===== src/hw/alu_params.svh =====
// ------------------------------------------------------------
// AVR ALU widths and latencies
// Shared sizing for the datapath, opcodes and multiplier
// ------------------------------------------------------------
`ifndef ALU_PARAMS_SVH
`define ALU_PARAMS_SVH

// Register byte
`define ALU_DATA_W 8

// Register pair and multiplier product
`define ALU_WORD_W 16

// ADIW and SBIW immediate field
`define ALU_IMM_W 6

// Opcode field, 27 codes in use
`define ALU_OP_W 5

// Clocks from a multiply issue to mul_valid
`define MUL_STAGES 2

`endif


===== src/hw/alu_pkg.sv =====
// ------------------------------------------------------------
// AVR ALU types
// Data widths, opcode encoding and flag bundles
// ------------------------------------------------------------
`include "alu_params.svh"

package alu_pkg;

    typedef logic [`ALU_DATA_W-1:0] byte_t;  // Register byte
    typedef logic [`ALU_WORD_W-1:0] word_t;  // Register pair or product
    typedef logic [`ALU_IMM_W-1:0]  imm6_t;  // Word immediate

    typedef enum logic [`ALU_OP_W-1:0] {
        OP_ADD    = 0,
        OP_ADC    = 1,
        OP_SUB    = 2,
        OP_SBC    = 3,
        OP_CP     = 4,
        OP_CPC    = 5,
        OP_AND    = 6,
        OP_OR     = 7,
        OP_EOR    = 8,
        OP_COM    = 9,
        OP_NEG    = 10,
        OP_INC    = 11,
        OP_DEC    = 12,
        OP_SWAP   = 13,
        OP_LSL    = 14,
        OP_LSR    = 15,
        OP_ROL    = 16,
        OP_ROR    = 17,
        OP_ASR    = 18,
        OP_ADIW   = 19,
        OP_SBIW   = 20,
        OP_MUL    = 21,
        OP_MULS   = 22,
        OP_MULSU  = 23,
        OP_FMUL   = 24,
        OP_FMULS  = 25,
        OP_FMULSU = 26
    } alu_op_t;

    // Same bit order as SREG[5:0]
    typedef struct packed {
        logic h;
        logic s;
        logic v;
        logic n;
        logic z;
        logic c;
    } sreg_t;

    // Flags produced by a byte unit; a set keep bit leaves that flag as it came in
    typedef struct packed {
        logic h;
        logic v;
        logic c;
        logic keep_h;
        logic keep_v;
        logic keep_c;
    } unit_flags_t;

    typedef struct packed {
        logic a_signed;
        logic b_signed;
        logic frac;  // Product shifted left by one
    } mul_mode_t;

endpackage


===== src/hw/alu_arith8.sv =====
// ------------------------------------------------------------
// Byte adder and subtractor
// ADD, ADC, SUB, SBC, CP and CPC with H, V and C
// ------------------------------------------------------------
`timescale 1ns/1ps
`include "alu_params.svh"

module alu_arith8 import alu_pkg::*; (
    input  alu_op_t     alu_op,
    input  byte_t       operand_a,
    input  byte_t       operand_b,
    input  logic        carry_in,
    output byte_t       sum,
    output unit_flags_t flags
);

    localparam int MSB = `ALU_DATA_W - 1;

    logic                 is_sub;
    logic                 use_carry;
    logic                 cin;
    logic [`ALU_DATA_W:0] full;  // Extra bit holds carry or borrow

    assign is_sub = (alu_op == OP_SUB) || (alu_op == OP_SBC) ||
                    (alu_op == OP_CP)  || (alu_op == OP_CPC);
    assign use_carry = (alu_op == OP_ADC) || (alu_op == OP_SBC) || (alu_op == OP_CPC);
    assign cin = use_carry & carry_in;

    assign full = is_sub ? ({1'b0, operand_a} - {1'b0, operand_b} - cin)
                         : ({1'b0, operand_a} + {1'b0, operand_b} + cin);

    assign sum = full[MSB:0];

    // Carry out of bit 3, or borrow into it
    assign flags.h = is_sub ?
        ((~operand_a[3] & operand_b[3]) | (operand_b[3] & sum[3]) | (sum[3] & ~operand_a[3])) :
        ((operand_a[3] & operand_b[3]) | (operand_b[3] & ~sum[3]) | (~sum[3] & operand_a[3]));

    // Two's complement overflow
    assign flags.v = is_sub ?
        ((operand_a[MSB] & ~operand_b[MSB] & ~sum[MSB]) |
         (~operand_a[MSB] & operand_b[MSB] & sum[MSB])) :
        ((operand_a[MSB] & operand_b[MSB] & ~sum[MSB]) |
         (~operand_a[MSB] & ~operand_b[MSB] & sum[MSB]));

    assign flags.c = full[`ALU_DATA_W];

    // All three flags are always written by this unit
    assign flags.keep_h = 1'b0;
    assign flags.keep_v = 1'b0;
    assign flags.keep_c = 1'b0;

endmodule


===== src/hw/alu_logic_shift.sv =====
// ------------------------------------------------------------
// Logic, single-operand and shift unit
// AND/OR/EOR, COM/NEG/INC/DEC/SWAP, LSL/LSR/ROL/ROR/ASR
// ------------------------------------------------------------
`timescale 1ns/1ps
`include "alu_params.svh"

module alu_logic_shift import alu_pkg::*; (
    input  alu_op_t     alu_op,
    input  byte_t       operand_a,
    input  byte_t       operand_b,
    input  logic        carry_in,
    output byte_t       data,
    output unit_flags_t flags
);

    localparam int MSB = `ALU_DATA_W - 1;

    logic is_shift;

    assign is_shift = (alu_op == OP_LSL) || (alu_op == OP_LSR) || (alu_op == OP_ROL) ||
                      (alu_op == OP_ROR) || (alu_op == OP_ASR);

    always_comb begin
        data  = operand_a;  // A passes through for ops owned by other units
        flags = '{h: 1'b0, v: 1'b0, c: 1'b0, keep_h: 1'b1, keep_v: 1'b1, keep_c: 1'b1};

        case (alu_op)
            OP_AND, OP_OR, OP_EOR: begin
                if (alu_op == OP_AND)
                    data = operand_a & operand_b;
                else if (alu_op == OP_OR)
                    data = operand_a | operand_b;
                else
                    data = operand_a ^ operand_b;
                flags.keep_v = 1'b0;  // V cleared
            end
            OP_COM: begin
                data         = ~operand_a;
                flags.c      = 1'b1;
                flags.keep_c = 1'b0;
                flags.keep_v = 1'b0;
            end
            OP_NEG: begin
                data         = '0 - operand_a;
                flags.c      = (data != '0);
                flags.v      = (data == {1'b1, {MSB{1'b0}}});  // Only 80h overflows
                flags.h      = data[3] | operand_a[3];
                flags.keep_c = 1'b0;
                flags.keep_v = 1'b0;
                flags.keep_h = 1'b0;
            end
            OP_INC: begin
                data         = operand_a + 1'b1;
                flags.v      = (operand_a == {1'b0, {MSB{1'b1}}});  // 7Fh in
                flags.keep_v = 1'b0;
            end
            OP_DEC: begin
                data         = operand_a - 1'b1;
                flags.v      = (operand_a == {1'b1, {MSB{1'b0}}});  // 80h in
                flags.keep_v = 1'b0;
            end
            OP_SWAP: begin
                data = {operand_a[3:0], operand_a[MSB:4]};
            end
            OP_LSL, OP_ROL: begin
                data         = {operand_a[MSB-1:0], (alu_op == OP_ROL) & carry_in};
                flags.c      = operand_a[MSB];
                flags.h      = operand_a[3];
                flags.keep_h = 1'b0;
            end
            OP_LSR: begin
                data    = {1'b0, operand_a[MSB:1]};
                flags.c = operand_a[0];
            end
            OP_ROR: begin
                data    = {carry_in, operand_a[MSB:1]};
                flags.c = operand_a[0];
            end
            OP_ASR: begin
                data    = {operand_a[MSB], operand_a[MSB:1]};
                flags.c = operand_a[0];
            end
            default: ;
        endcase

        // V = N ^ C after any shift
        if (is_shift) begin
            flags.v      = data[MSB] ^ flags.c;
            flags.keep_v = 1'b0;
            flags.keep_c = 1'b0;
        end
    end

endmodule


===== src/hw/alu_word_arith.sv =====
// ------------------------------------------------------------
// Register pair add and subtract
// ADIW and SBIW with a 6-bit zero-extended immediate
// ------------------------------------------------------------
`timescale 1ns/1ps
`include "alu_params.svh"

module alu_word_arith import alu_pkg::*; (
    input  alu_op_t alu_op,
    input  word_t   word_a,
    input  imm6_t   word_imm,
    input  sreg_t   sreg_in,
    output word_t   word_result,
    output sreg_t   word_sreg
);

    localparam int MSB = `ALU_WORD_W - 1;

    word_t                imm_ext;
    logic                 is_sbiw;
    logic [`ALU_WORD_W:0] full;

    assign imm_ext = {{(`ALU_WORD_W - `ALU_IMM_W){1'b0}}, word_imm};
    assign is_sbiw = (alu_op == OP_SBIW);
    assign full    = is_sbiw ? ({1'b0, word_a} - {1'b0, imm_ext})
                             : ({1'b0, word_a} + {1'b0, imm_ext});

    assign word_result = full[MSB:0];

    always_comb begin
        word_sreg   = sreg_in;  // H passes unchanged
        word_sreg.c = full[`ALU_WORD_W];
        word_sreg.v = is_sbiw ? (word_a[MSB] & ~word_result[MSB])
                              : (~word_a[MSB] & word_result[MSB]);
        word_sreg.n = word_result[MSB];
        word_sreg.z = (word_result == '0);
        word_sreg.s = word_sreg.n ^ word_sreg.v;
    end

endmodule


===== src/hw/alu_writeback.sv =====
// ------------------------------------------------------------
// ALU decode and writeback
// Picks the owning unit, merges flags, registers the result
// ------------------------------------------------------------
`timescale 1ns/1ps
`include "alu_params.svh"

module alu_writeback import alu_pkg::*; (
    input  logic        clk,
    input  logic        reset_n,
    input  logic        op_valid,
    input  alu_op_t     alu_op,
    input  byte_t       sum,
    input  unit_flags_t arith_flags,
    input  byte_t       logic_data,
    input  unit_flags_t logic_flags,
    input  word_t       word_result,
    input  sreg_t       word_sreg,
    input  sreg_t       sreg_in,
    output logic        mul_start,
    output mul_mode_t   mul_mode,
    output logic        result_valid,
    output byte_t       result,
    output word_t       result_word,
    output sreg_t       sreg_out
);

    localparam int MSB = `ALU_DATA_W - 1;

    logic        is_arith;
    logic        is_word;
    logic        is_mul;
    logic        is_cmp;
    unit_flags_t uf;
    byte_t       flag_res;  // Value the flags are taken from
    byte_t       byte_res;
    sreg_t       byte_sreg;

    assign is_arith = (alu_op inside {OP_ADD, OP_ADC, OP_SUB, OP_SBC, OP_CP, OP_CPC});
    assign is_word  = (alu_op inside {OP_ADIW, OP_SBIW});
    assign is_mul   = (alu_op inside {OP_MUL, OP_MULS, OP_MULSU,
                                      OP_FMUL, OP_FMULS, OP_FMULSU});
    assign is_cmp   = (alu_op == OP_CP) || (alu_op == OP_CPC);

    assign uf       = is_arith ? arith_flags : logic_flags;
    assign flag_res = is_arith ? sum : logic_data;
    assign byte_res = is_cmp ? logic_data : flag_res;  // Logic unit passes A through on CP

    always_comb begin
        byte_sreg   = sreg_in;
        byte_sreg.h = uf.keep_h ? sreg_in.h : uf.h;
        byte_sreg.v = uf.keep_v ? sreg_in.v : uf.v;
        byte_sreg.c = uf.keep_c ? sreg_in.c : uf.c;
        byte_sreg.n = flag_res[MSB];
        byte_sreg.z = (flag_res == '0);
        if (alu_op == OP_SBC || alu_op == OP_CPC)
            byte_sreg.z = byte_sreg.z & sreg_in.z;  // Multi-byte compare chain
        byte_sreg.s = byte_sreg.n ^ byte_sreg.v;
        if (alu_op == OP_SWAP)
            byte_sreg = sreg_in;
    end

    assign mul_start = op_valid & is_mul;

    always_comb begin
        case (alu_op)
            OP_MULS:   mul_mode = '{a_signed: 1'b1, b_signed: 1'b1, frac: 1'b0};
            OP_MULSU:  mul_mode = '{a_signed: 1'b1, b_signed: 1'b0, frac: 1'b0};
            OP_FMUL:   mul_mode = '{a_signed: 1'b0, b_signed: 1'b0, frac: 1'b1};
            OP_FMULS:  mul_mode = '{a_signed: 1'b1, b_signed: 1'b1, frac: 1'b1};
            OP_FMULSU: mul_mode = '{a_signed: 1'b1, b_signed: 1'b0, frac: 1'b1};
            default:   mul_mode = '{a_signed: 1'b0, b_signed: 1'b0, frac: 1'b0};
        endcase
    end

    always_ff @(posedge clk or negedge reset_n) begin
        if (!reset_n) begin
            result_valid <= 1'b0;
            result       <= '0;
            result_word  <= '0;
            sreg_out     <= '0;
        end else begin
            result_valid <= op_valid & ~is_mul;
            if (op_valid && is_word) begin
                result      <= word_result[MSB:0];
                result_word <= word_result;
                sreg_out    <= word_sreg;
            end else if (op_valid && !is_mul) begin
                result      <= byte_res;
                result_word <= {{(`ALU_WORD_W - `ALU_DATA_W){1'b0}}, byte_res};
                sreg_out    <= byte_sreg;
            end
        end
    end

endmodule


===== src/hw/avr_alu_top.sv =====
// ------------------------------------------------------------
// AVR ALU top level
// Byte, word and multiply units behind one opcode decode
// ------------------------------------------------------------
`timescale 1ns/1ps

module avr_alu_top import alu_pkg::*; (
    input  logic    clk,
    input  logic    reset_n,
    input  logic    op_valid,
    input  alu_op_t alu_op,
    input  byte_t   operand_a,
    input  byte_t   operand_b,
    input  word_t   word_a,
    input  imm6_t   word_imm,
    input  sreg_t   sreg_in,
    output logic    result_valid,
    output byte_t   result,
    output word_t   result_word,
    output sreg_t   sreg_out,
    output logic    mul_valid,
    output word_t   mul_product,
    output sreg_t   mul_sreg
);

    byte_t       sum;
    unit_flags_t arith_flags;
    byte_t       logic_data;
    unit_flags_t logic_flags;
    word_t       word_result;
    sreg_t       word_sreg;
    logic        mul_start;
    mul_mode_t   mul_mode;

    alu_arith8 u_arith8 (
        .alu_op    (alu_op),
        .operand_a (operand_a),
        .operand_b (operand_b),
        .carry_in  (sreg_in.c),
        .sum       (sum),
        .flags     (arith_flags)
    );

    alu_logic_shift u_logic_shift (
        .alu_op    (alu_op),
        .operand_a (operand_a),
        .operand_b (operand_b),
        .carry_in  (sreg_in.c),
        .data      (logic_data),
        .flags     (logic_flags)
    );

    alu_word_arith u_word_arith (
        .alu_op      (alu_op),
        .word_a      (word_a),
        .word_imm    (word_imm),
        .sreg_in     (sreg_in),
        .word_result (word_result),
        .word_sreg   (word_sreg)
    );

    alu_writeback u_writeback (
        .clk          (clk),
        .reset_n      (reset_n),
        .op_valid     (op_valid),
        .alu_op       (alu_op),
        .sum          (sum),
        .arith_flags  (arith_flags),
        .logic_data   (logic_data),
        .logic_flags  (logic_flags),
        .word_result  (word_result),
        .word_sreg    (word_sreg),
        .sreg_in      (sreg_in),
        .mul_start    (mul_start),
        .mul_mode     (mul_mode),
        .result_valid (result_valid),
        .result       (result),
        .result_word  (result_word),
        .sreg_out     (sreg_out)
    );

    avr_multiplier u_multiplier (
        .clk         (clk),
        .reset_n     (reset_n),
        .mul_start   (mul_start),
        .mul_mode    (mul_mode),
        .operand_a   (operand_a),
        .operand_b   (operand_b),
        .sreg_in     (sreg_in),
        .mul_valid   (mul_valid),
        .mul_product (mul_product),
        .mul_sreg    (mul_sreg)
    );

endmodule


===== src/hw/avr_multiplier.sv =====
// ------------------------------------------------------------
// AVR hardware multiplier
// Two-stage pipeline for MUL/MULS/MULSU and fractional forms
// ------------------------------------------------------------
`timescale 1ns/1ps
`include "alu_params.svh"

module avr_multiplier import alu_pkg::*; (
    input  logic      clk,
    input  logic      reset_n,
    input  logic      mul_start,
    input  mul_mode_t mul_mode,
    input  byte_t     operand_a,
    input  byte_t     operand_b,
    input  sreg_t     sreg_in,
    output logic      mul_valid,
    output word_t     mul_product,
    output sreg_t     mul_sreg
);

    localparam int MSB  = `ALU_DATA_W - 1;
    localparam int PMSB = `ALU_WORD_W - 1;

    word_t                  a_ext;
    word_t                  b_ext;
    word_t                  p1_product;  // Stage 1 raw product
    logic                   p1_frac;
    sreg_t                  p1_sreg;     // Flags captured at issue
    logic [`MUL_STAGES-1:0] vld_q;
    word_t                  final_prod;
    sreg_t                  final_sreg;

    assign a_ext = mul_mode.a_signed ? {{`ALU_DATA_W{operand_a[MSB]}}, operand_a}
                                     : {{`ALU_DATA_W{1'b0}}, operand_a};
    assign b_ext = mul_mode.b_signed ? {{`ALU_DATA_W{operand_b[MSB]}}, operand_b}
                                     : {{`ALU_DATA_W{1'b0}}, operand_b};

    always_ff @(posedge clk or negedge reset_n) begin
        if (!reset_n) begin
            vld_q      <= '0;
            p1_product <= '0;
            p1_frac    <= 1'b0;
            p1_sreg    <= '0;
        end else begin
            vld_q <= {vld_q[`MUL_STAGES-2:0], mul_start};
            if (mul_start) begin
                p1_product <= a_ext * b_ext;  // Low 16 bits are exact for both signs
                p1_frac    <= mul_mode.frac;
                p1_sreg    <= sreg_in;
            end
        end
    end

    assign final_prod = p1_frac ? {p1_product[PMSB-1:0], 1'b0} : p1_product;

    always_comb begin
        final_sreg   = p1_sreg;
        final_sreg.c = p1_product[PMSB];  // Taken before the fractional shift
        final_sreg.z = (final_prod == '0);
    end

    always_ff @(posedge clk or negedge reset_n) begin
        if (!reset_n) begin
            mul_product <= '0;
            mul_sreg    <= '0;
        end else if (vld_q[0]) begin
            mul_product <= final_prod;
            mul_sreg    <= final_sreg;
        end
    end

    assign mul_valid = vld_q[`MUL_STAGES-1];

endmodule


===== config.mk =====
export PLATFORM = sky130hd
export DESIGN_NAME = avr_alu_top
export DESIGN_NICKNAME = d
export VERILOG_FILES = /design/src/hw/alu_pkg.sv /design/src/hw/alu_arith8.sv /design/src/hw/alu_logic_shift.sv /design/src/hw/alu_word_arith.sv /design/src/hw/alu_writeback.sv /design/src/hw/avr_alu_top.sv /design/src/hw/avr_multiplier.sv
export VERILOG_INCLUDE_DIRS = /design/src /design/src/hw
export SDC_FILE = /design/constraint.sdc
export NUM_CORES = 1
export LEC_CHECK = 0
export ABC_AREA = 1
export CAP_MARGIN = 15
export CORE_MARGIN = 5
export CORE_UTILIZATION = 35
export CTS_CLUSTER_SIZE = 8
export DETAILED_ROUTE_END_ITERATION = 16
export DONT_BUFFER_PORTS = 1
export REMOVE_ABC_BUFFERS = 1
export SYNTH_ARGS = -nofsm -noshare
export SYNTH_HDL_FRONTEND = slang
export SYNTH_HIERARCHICAL = 1
export SYNTH_SLANG_ARGS = --single-unit

===== constraint.sdc =====
create_clock -name clk -period 4.4 [get_ports clk]
set_input_delay 0.44 -clock clk [delete_from_list [all_inputs] [get_ports clk]]
set_output_delay 0.44 -clock clk [all_outputs]
set_load 0.05 [all_outputs]

Yosys cells after proc, flatten, opt, wreduce, memory -nomap -nowiden
Cells that the tools add are included.

operators by class
  add/subtract/negate cells = 9
  multiply operators = 1
  divide/modulo/power cells = 0
  order comparisons = 0
  equality and inequality tests = 29
  shift-type cells = 0
  multiplexer cells = 34
  bitwise gates (word level) = 43
  reduce and logical (&&, ||, !) cells = 29

operator list
  kind                                            number
  2-to-1 mux 16 bit                               5
  one-hot mux 8 bit (10 select lines)             1
  == test 5 bit (second input constant)           11
  2-to-1 mux 8 bit                                6
  == test 5 x 4 -> 1 bit (second input constant)  8
  zero test 16 bit                                2
  2-to-1 mux 6 bit                                4
  bitwise AND 1 bit                               21
  == test 5 x 3 -> 1 bit (second input constant)  4
  adder 16 x 6 -> 17 bit                          1
  2-to-1 mux 17 bit                               1
  subtractor 16 x 6 -> 17 bit                     1
  == test 8 bit (second input constant)           2
  multiplier 16 x 16 -> 16 bit                    1
  one-hot mux 3 bit (5 select lines)              1
  nonzero test 6 bit                              2
  logical OR 1 bit                                11
  2-to-1 mux 1 bit                                11
  == test 5 x 2 -> 1 bit (second input constant)  2
  adder 8 x 8 -> 9 bit                            1
  adder 9 x 1 -> 9 bit                            1
  2-to-1 mux 9 bit                                1
  OR reduction 3 bit                              3
  subtractor 8 x 8 -> 9 bit                       1
  other kinds (25)                                43

storage, ports and cells
  register bits after elaboration = 76
  latch bits = 0
  RAM bits = 0
  ROM bits = 0
  input bits = 52
  output and inout port bits = 54
  memories kept = 0

Logic depth before layout (Yosys ltp)
Gate-level depths: netlist of run 1.

  word-level depth = 17
  depth in mapped cells = 34
  gate-level depth less buffers = 34

By module
The synthesis of run 1 kept the hierarchy.

modules (own cells, without submodules)
  module           times used  cells each  area each (um^2)  seq. area each (um^2)
  avr_multiplier   1           800         5875.6            1126.1
  alu_logic_shift  1           294         1667.8            0.0
  alu_writeback    1           237         1612.8            575.6
  alu_word_arith   1           258         1391.3            0.0
  alu_arith8       1           190         1177.4            0.0

Worst setup path after synthesis of run 1
No wires, ideal clock.

  path kind = input to register
  from = in alu_op[2]
  to = reg u_multiplier.p1_product[14]
  setup time = 0.126 ns
  arrival time = 5.541 ns
  slack = -1.267 ns
  cell stages on the path = 31
  path buffers = 0
  path through = inv_1 > nor2_4 > nand3_1 > a21oi_1 > nand2_4 > nor2_4 > nand2_4 > nand2_4 > inv_1 > ha_1 > or2_2 > ha_1 > fa_1 > inv_1 > fa_1 > inv_1 > fa_1 > inv_1 > fa_1 > inv_1 > ha_1 > nand2_1 > inv_1 > a21oi_1 > nand3_1 > nand2_1 > inv_1 > o21ai_0 > nand3_1 > nand3_1 > o21ai_0

RTL lines
  item                  RTL line              text
  start, declared       avr_alu_top.sv:11     input alu_op_t alu_op,
  end signal, assigned  avr_multiplier.sv:47  p1_product <= a_ext * b_ext;
  end, declared         avr_multiplier.sv:26  word_t p1_product;

==> reports/qor.txt, run 1 <==
Iter 0 DRT Violations = 784
Core Area = 0.0333 mm^2
vias in the first global route = 10800
area leader, netlist = nand2_1
slew margin rel. = 36.8%
FF-to-FF path depth = 6
failing checks = negative setup slack
CTS max path bufs = 2
Lkg Pwr = 0.00752 uW
Final min period = 5030 ps
DR pass1 iterations = 5
met1 WL = 15600 um
Placed Area = 0.0125 mm^2
Final WS setup = -627 ps
drt drc = 0
FF/Latch Area = 0.00170 mm^2
Die X = 193 um
setup_tns = -3050 ps
layout cells sized above 1 = 16.0%
number of H-tree levels = 3
Max VDD drop = 0.000260 V
hold path cells = 2
yosys warns = 6
Worst setup EP type = register
sequential fraction of the synthesis area = 14.5%
die footprint = 0.0373 mm^2
CP Launch Type = input pin
synth top area cells = nand2_1 (16%), dfrtp_1 (15%), fa_1 (13%), ha_1 (13%), inv_1 (12%)
wire length per cell = 14.8 um
maximum net fanout on the critical path = 12
top-area cell type share of the netlist area = 16.1%
Mapped Cells = 1779
DIE HEIGHT = 193 um
clk slew on worst S/H paths = 60 ps
largest net degree at the start of global routing = 69
synth unique cells = 50
final setup fails = 6
number of fillers in the final layout = 3534
antenna violations before repair = 1
Nets = 2065
metal2 WL = 15200 um
Routed met3 length = 2310 um
Arrival @ worst endpoint = 5250 ps
outcome = complete, but fails checks
Crit Path Class = input pin to register
final slew viol count = 0
Worst Tran Pin Value = 948 ps
RePlAce Congestion = 0.945
Clk Latency, worst-skew pair = 330 ps
root buffer cell = clkbuf_16
initial core utilization = 35.2%
top sig layer = met5
area occupied by multi-input gates = 0.00853 mm^2
Via density = 4.82
Worst path slowest cell = fa_1
Synth async-reset ratio = 100%
Reg2Reg Launch Point = u_multiplier/p1_frac$_DFFE_PN0P_
TritonCTS clock tree = yes
flop2flop setup slack = 2300 ps
via count = 11000
Worst EP required = 4620 ps
Synth Cell Area = 0.0117 mm^2
Buffers on Ports = 0
grt ovf = 0
count of flip-flops with a built-in enable after synthesis = 0
Worst Hold Path EP = u_multiplier/final_sreg[4]$_DFFE_PN0P_
Post-DRT Antenna Nets = 0
Final HPWL DP = 26800 um
CTS sink count = 68
Pwr Density = 370 mW/mm^2
Routed Wire Length = 33600 um
Fin. Hold Viols = 0
RSZ-0062 raised after global routing = yes
max-cap violation count = 0
Post-synth top flop = dfrtp_1
Layout Skew = 5.15 ps
FMAX = 199 MHz
period utilisation layout = 114%
CTS buffer count = 9
Hold Path Class = input pin to register
first-pass GRT wire length = 54600 um
Post-synth top cells = nand2_1 (503), inv_1 (365), ha_1 (119), nand3_1 (105), nor2_1 (104)
slowest stage delay, CP = 550 ps
synthesis-to-finish area growth = 13.2%
row count = 67
# diodes = 0
flops & latches, synth = 68
top-count cell post-synth = nand2_1
Post-Syn Area per Cell = 6.59 um^2
I/O pins = 106
reg2reg end = u_multiplier/mul_sreg[1]$_DFFE_PN0P_
Total Routing Usage GR = 18.1%
Final Cell Area = 0.0133 mm^2
hold_sp = sreg_in[4]
[per-stage QoR]
stage | util, % | hold WS, ps | power, uW | setup slack [ps] | instances
detailed placement | 37.6 | 146 | 3620 | -1260 | 2245
finish | 39.9 | 225 | 4910 | -627 | 2272
floorplan | - | 144 | 2890 | -1310 | 1726
global route | 39.9 | 225 | 5380 | -901 | 2272
global placement | 37.6 | 146 | 3590 | -1170 | 2245
CTS | 39.5 | 211 | 4750 | -678 | 2271
[per-layer routing]
metal / vias to the layer above / global-route usage [%]
li1: 5570 / -
met1: 5103 / 24.2
met2: 248 / 30.7
met3: 30 / 3.46
met4: 2 / 3.92
met5: - / 0
[cells in the final DEF (no fill, tap or decap), drive strengths merged]
master / instances
and3: 2
or2: 13
buf: 81
a22o: 10
a31oi: 14
nand3b: 11
o211ai: 13
clkbuf: 9
o31ai: 4
nor4: 1
fa: 75
o41ai: 1
nand3: 119
o22ai: 11
inv: 391
ha: 119
o21ai: 83
a21o: 4
o2111ai: 2
nand2: 544
conb: 3
nand4: 22
nor2: 125
o21bai: 3
a21oi: 52
nor3: 10
dlygate4sd3: 1
dfrtp: 68
bufinv: 3
xnor2: 9
clkinv: 5
xor2: 16
[final cells by class]
cell class	instances	area share, %
Multi-Input combinational cell	1266	64.3
Sequential cell	68	12.8
Inverter	392	11.2
Timing Repair Buffer	82	4.87
Tap cell	448	4.22
Clock buffer	9	1.70
Clock inverter	7	0.858
[critical path, delay by kind of cell]
family                   cells  cell delay, ps
AO/OA/AOI/OAI                2             100
adder cells (fa/ha/maj)      7            2920
buffers and inverters        9             840
AND/OR/NAND/NOR             11             960
[state kept, by name, indices dropped and copies added, names as in the netlist]
| register | count |
|---|---|
| u_writeback/result_word | 9 |
| u_multiplier/p1_product | 16 |
| u_multiplier/vld_q | 2 |
| u_writeback/sreg_out | 6 |
| u_multiplier/mul_sreg | 6 |
| u_multiplier/mul_product | 16 |
| u_multiplier/p1_frac | 1 |
| u_multiplier/final_sreg | 4 |
| u_writeback/result_valid | 1 |
| u_writeback/result | 7 |
[power by group]
part / leakage (uW) / switching (uW) / internal [uW]
Sequential: 0.000864 / 560 / 789
Clock: 0.000170 / 270 / 552
Combinational: 0.00649 / 1540 / 1200
Total: 0.00752 / 2370 / 2540
[worst max path at each step]
stage	startpoint	endpoint	slack, ps	depth (start not counted)
2_1_floorplan	alu_op[2]	u_multiplier/p1_product[14]$_DFFE_PN0P_	-1310	31
3_3_place_gp	alu_op[3]	u_multiplier/p1_product[14]$_DFFE_PN0P_	-1170	30
3_5_place_dp	alu_op[3]	u_multiplier/p1_product[15]$_DFFE_PN0P_	-1260	23
4_1_cts	alu_op[0]	u_multiplier/p1_product[15]$_DFFE_PN0P_	-680	29
5_1_grt	alu_op[0]	u_multiplier/p1_product[15]$_DFFE_PN0P_	-900	29
6_report	alu_op[0]	u_multiplier/p1_product[15]$_DFFE_PN0P_	-630	29
[what timing repair did]
action / 4_1_cts / 5_1_grt
hold endpoints to repair: 68 / 0
setup buffers: 8 / 1
endpoints found under the setup margin: 7 / 7
pin swaps: 35 / 20
hold buffers: 2 / 0
gates resized for setup: 58 / 35
[logic make-up after synthesis]
group	synth area share [%]
AND/OR/NAND/NOR	32.6
flip-flops	14.5
other	0.0320
buffers and inverters	15.3
XOR/XNOR	1.87
adder cells (fa/ha/maj)	25.5
AO/OA/AOI/OAI	10.2
Note: power is estimated with default switching activity, not from simulation.
==> run 2: changes to the inputs <==
- clock period: 4.4 -> 4.2 ns (I/O delays scaled with it)
==> run 2 against run 1 <==
Compared with the run above:
- the flow still finishes with violations (negative setup slack)
- first-iteration DRC count down 24%
- sequential cell count unchanged
- sequential share of layout area down 0.11 points
- final cell count about the same
==> reports/qor.txt, run 2 (synthesis gave the netlist of run 1 again) <==
Clk Latency, worst-skew pair = 330 ps (about the same)
grt ovf = 0 (unchanged)
Nets = 2064 (-0.048%)
antenna violations before repair = 2 (+1)
slowest stage delay, CP = 510 ps (-40 ps)
Final WS setup = -892 ps (-264 ps)
leading cell types in the layout, fill and taps excluded = nand2_1 (491), inv_1 (338), ha_1 (107)
Pwr Density = 392 mW/mm^2 (+5.9%)
wire length per cell = 15.0 um (+1.3%)
Hold Path Class = input pin to register
vias in the first global route = 11000 (+2.0%)
synthesis-to-finish area growth = 14.2%
Post-DRT Antenna Nets = 0 (unchanged)
first-pass GRT wire length = 55800 um (+2.2%)
number of fillers in the final layout = 3549 (+0.42%)
Total Routing Usage GR = 18.4% (+0.30 points)
cell with the most instances on the worst path = inv_2
DR pass1 iterations = 5 (unchanged)
I/O pins = 106 (unchanged)
Layout Skew = 4.78 ps (-0.365 ps)
final setup fails = 6 (unchanged)
Buffers on Ports = 0 (unchanged)
pre-CTS WS = -1410 ps (-152 ps)
CP Launch Type = input pin
Routed Wire Length = 34000 um (+1.3%)
slew margin rel. = 36.8% (about the same)
# diodes = 0 (unchanged)
largest net degree at the start of global routing = 69 (unchanged)
Die X = 193 um (unchanged)
RePlAce Congestion = 0.952 (+0.73%)
TritonCTS clock tree = yes
Crit Path Class = input pin to register
layout cells sized above 1 = 17.1% (+1.1 points)
clk slew on worst S/H paths = 50 ps (about the same)
Hold Slack = 212 ps (-13.3 ps)
largest registers = u_multiplier/mul_product (16), u_multiplier/p1_product (16), u_writeback/result_word (9)
Worst path slowest cell = fa_1
FMAX = 196 MHz
Final min period = 5090 ps
final cell count without fillers = 2271 (-0.044%)
CTS buffer count = 9 (unchanged)
Core Area = 0.0333 mm^2 (unchanged)
Lkg Pwr = 0.00751 uW (-0.19%)
dpl cells = 2248 (+0.13%)
Crit path buffers/inverters = 9 (unchanged)
die footprint = 0.0373 mm^2 (unchanged)
crit path from = alu_op[2]
root buffer cell = clkbuf_16
Worst setup EP type = register
Arrival @ worst endpoint = 5300 ps (+50 ps)
Final Cell Area = 0.0134 mm^2 (+0.87%)
Fin. Hold Viols = 0 (unchanged)
setup_tns = -4340 ps (-1290 ps)
Placed Area = 0.0125 mm^2 (+0.18%)
outcome = complete, but fails checks
Final HPWL DP = 26900 um (+0.30%)
Worst EP required = 4410 ps (-210 ps)
max-cap violation count = 0 (unchanged)
final slew viol count = 0 (unchanged)
maximum net fanout on the critical path = 14 (+2)
Iter 0 DRT Violations = 597 (-24%)
RSZ-0062 raised after global routing = yes
row count = 67 (unchanged)
period utilisation layout = 121%
via count = 11000 (+0.74%)
hold_sp = sreg_in[5]
drt drc = 0 (unchanged)
initial core utilization = 35.2% (unchanged)
Max VDD drop = 0.000318 V (+22%)
DIE HEIGHT = 193 um (unchanged)
CTS sink count = 68 (unchanged)
failing checks = negative setup slack
Via density = 4.86 (+0.78%)
most common cell after layout, fill and taps aside = nand2_1
Reg2Reg Launch Point = u_multiplier/p1_frac$_DFFE_PN0P_
number of H-tree levels = 3 (unchanged)
CTS max path bufs = 2 (unchanged)
Worst Tran Pin Value = 948 ps (-0.468 ps)
delay-heaviest family, CP = adder cells
==> run 2: cell types whose count changed in the layout (fill, tap and decap cells not counted), moves of 3 or more <==
cell      change
inv_1        -10
inv_2        +10
buf_4         -7
buf_6         +6
ha_1          -5
nor2_1        -5
o21ai_0       -5
o21ai_1       +5
clkinv_2      -3
ha_4          +3
nor2_4        +3
==> run 2: worst paths after layout <==
check                                                           endpoint  slack (ps)  depth (start not counted)
max in group asynchronous       u_multiplier/mul_product[13]$_DFFE_PN0P_        3260                          2
min in group asynchronous                u_multiplier/vld_q[1]$_DFF_PN0_         670                          2
worst min-delay path              u_multiplier/final_sreg[5]$_DFFE_PN0P_         210                          2
worst max register to register      u_multiplier/mul_sreg[1]$_DFFE_PN0P_        2100                          6
worst max-delay path             u_multiplier/p1_product[14]$_DFFE_PN0P_        -890                         30
worst min register to register    u_multiplier/p1_product[8]$_DFFE_PN0P_         480                          2
==> run 2: what timing repair did <==
item / in CTS / in global routing
endpoints found under the setup margin: 7 / 8
pin swaps: 44 / 38
buffers inserted: 1 / 4
hold endpoints to repair: 68 / 0
hold buffers: 2 / 0
resized for setup: 85 / 49
==> run 2: routing by layer <==
layer  vias up  GRT usage, %  share of wire, %
met4         4          4.19               1.6
met5         -             0             0.068
met1      5211          24.4                45
met3        34          4.54               7.5
li1       5549             -                 -
met2       236          30.6                46
==> run 2: report_power, final <==
| part | internal [uW] | switching, uW | total [uW] |
|---|---|---|---|
| logic | 1320 | 1680 | 3000 |
| clock network | 554 | 277 | 831 |
| registers | 826 | 588 | 1410 |
==> run 2: final cells by class <==
class / instances / area (um^2) / share of cell area [%]
Inverter: 392 / 1490 / 11.1
Timing Repair Buffer: 81 / 661 / 4.94
Multi-Input combinational cell: 1266 / 8640 / 64.6
Sequential cell: 68 / 1700 / 12.7
Clock inverter: 3 / 68.8 / 0.514
Tap cell: 448 / 561 / 4.19
Clock buffer: 13 / 260 / 1.94
==> run 2: stage by stage <==
| stage | total power (uW) | utilization [%] |
|---|---|---|
| after detailed placement | 3800 | 37.6 |
| after global routing | 5760 | 40.2 |
| after global placement | 3770 | 37.6 |
| after CTS | 5080 | 39.7 |
| after floorplan | 3030 | - |
| final | 5240 | 40.2 |
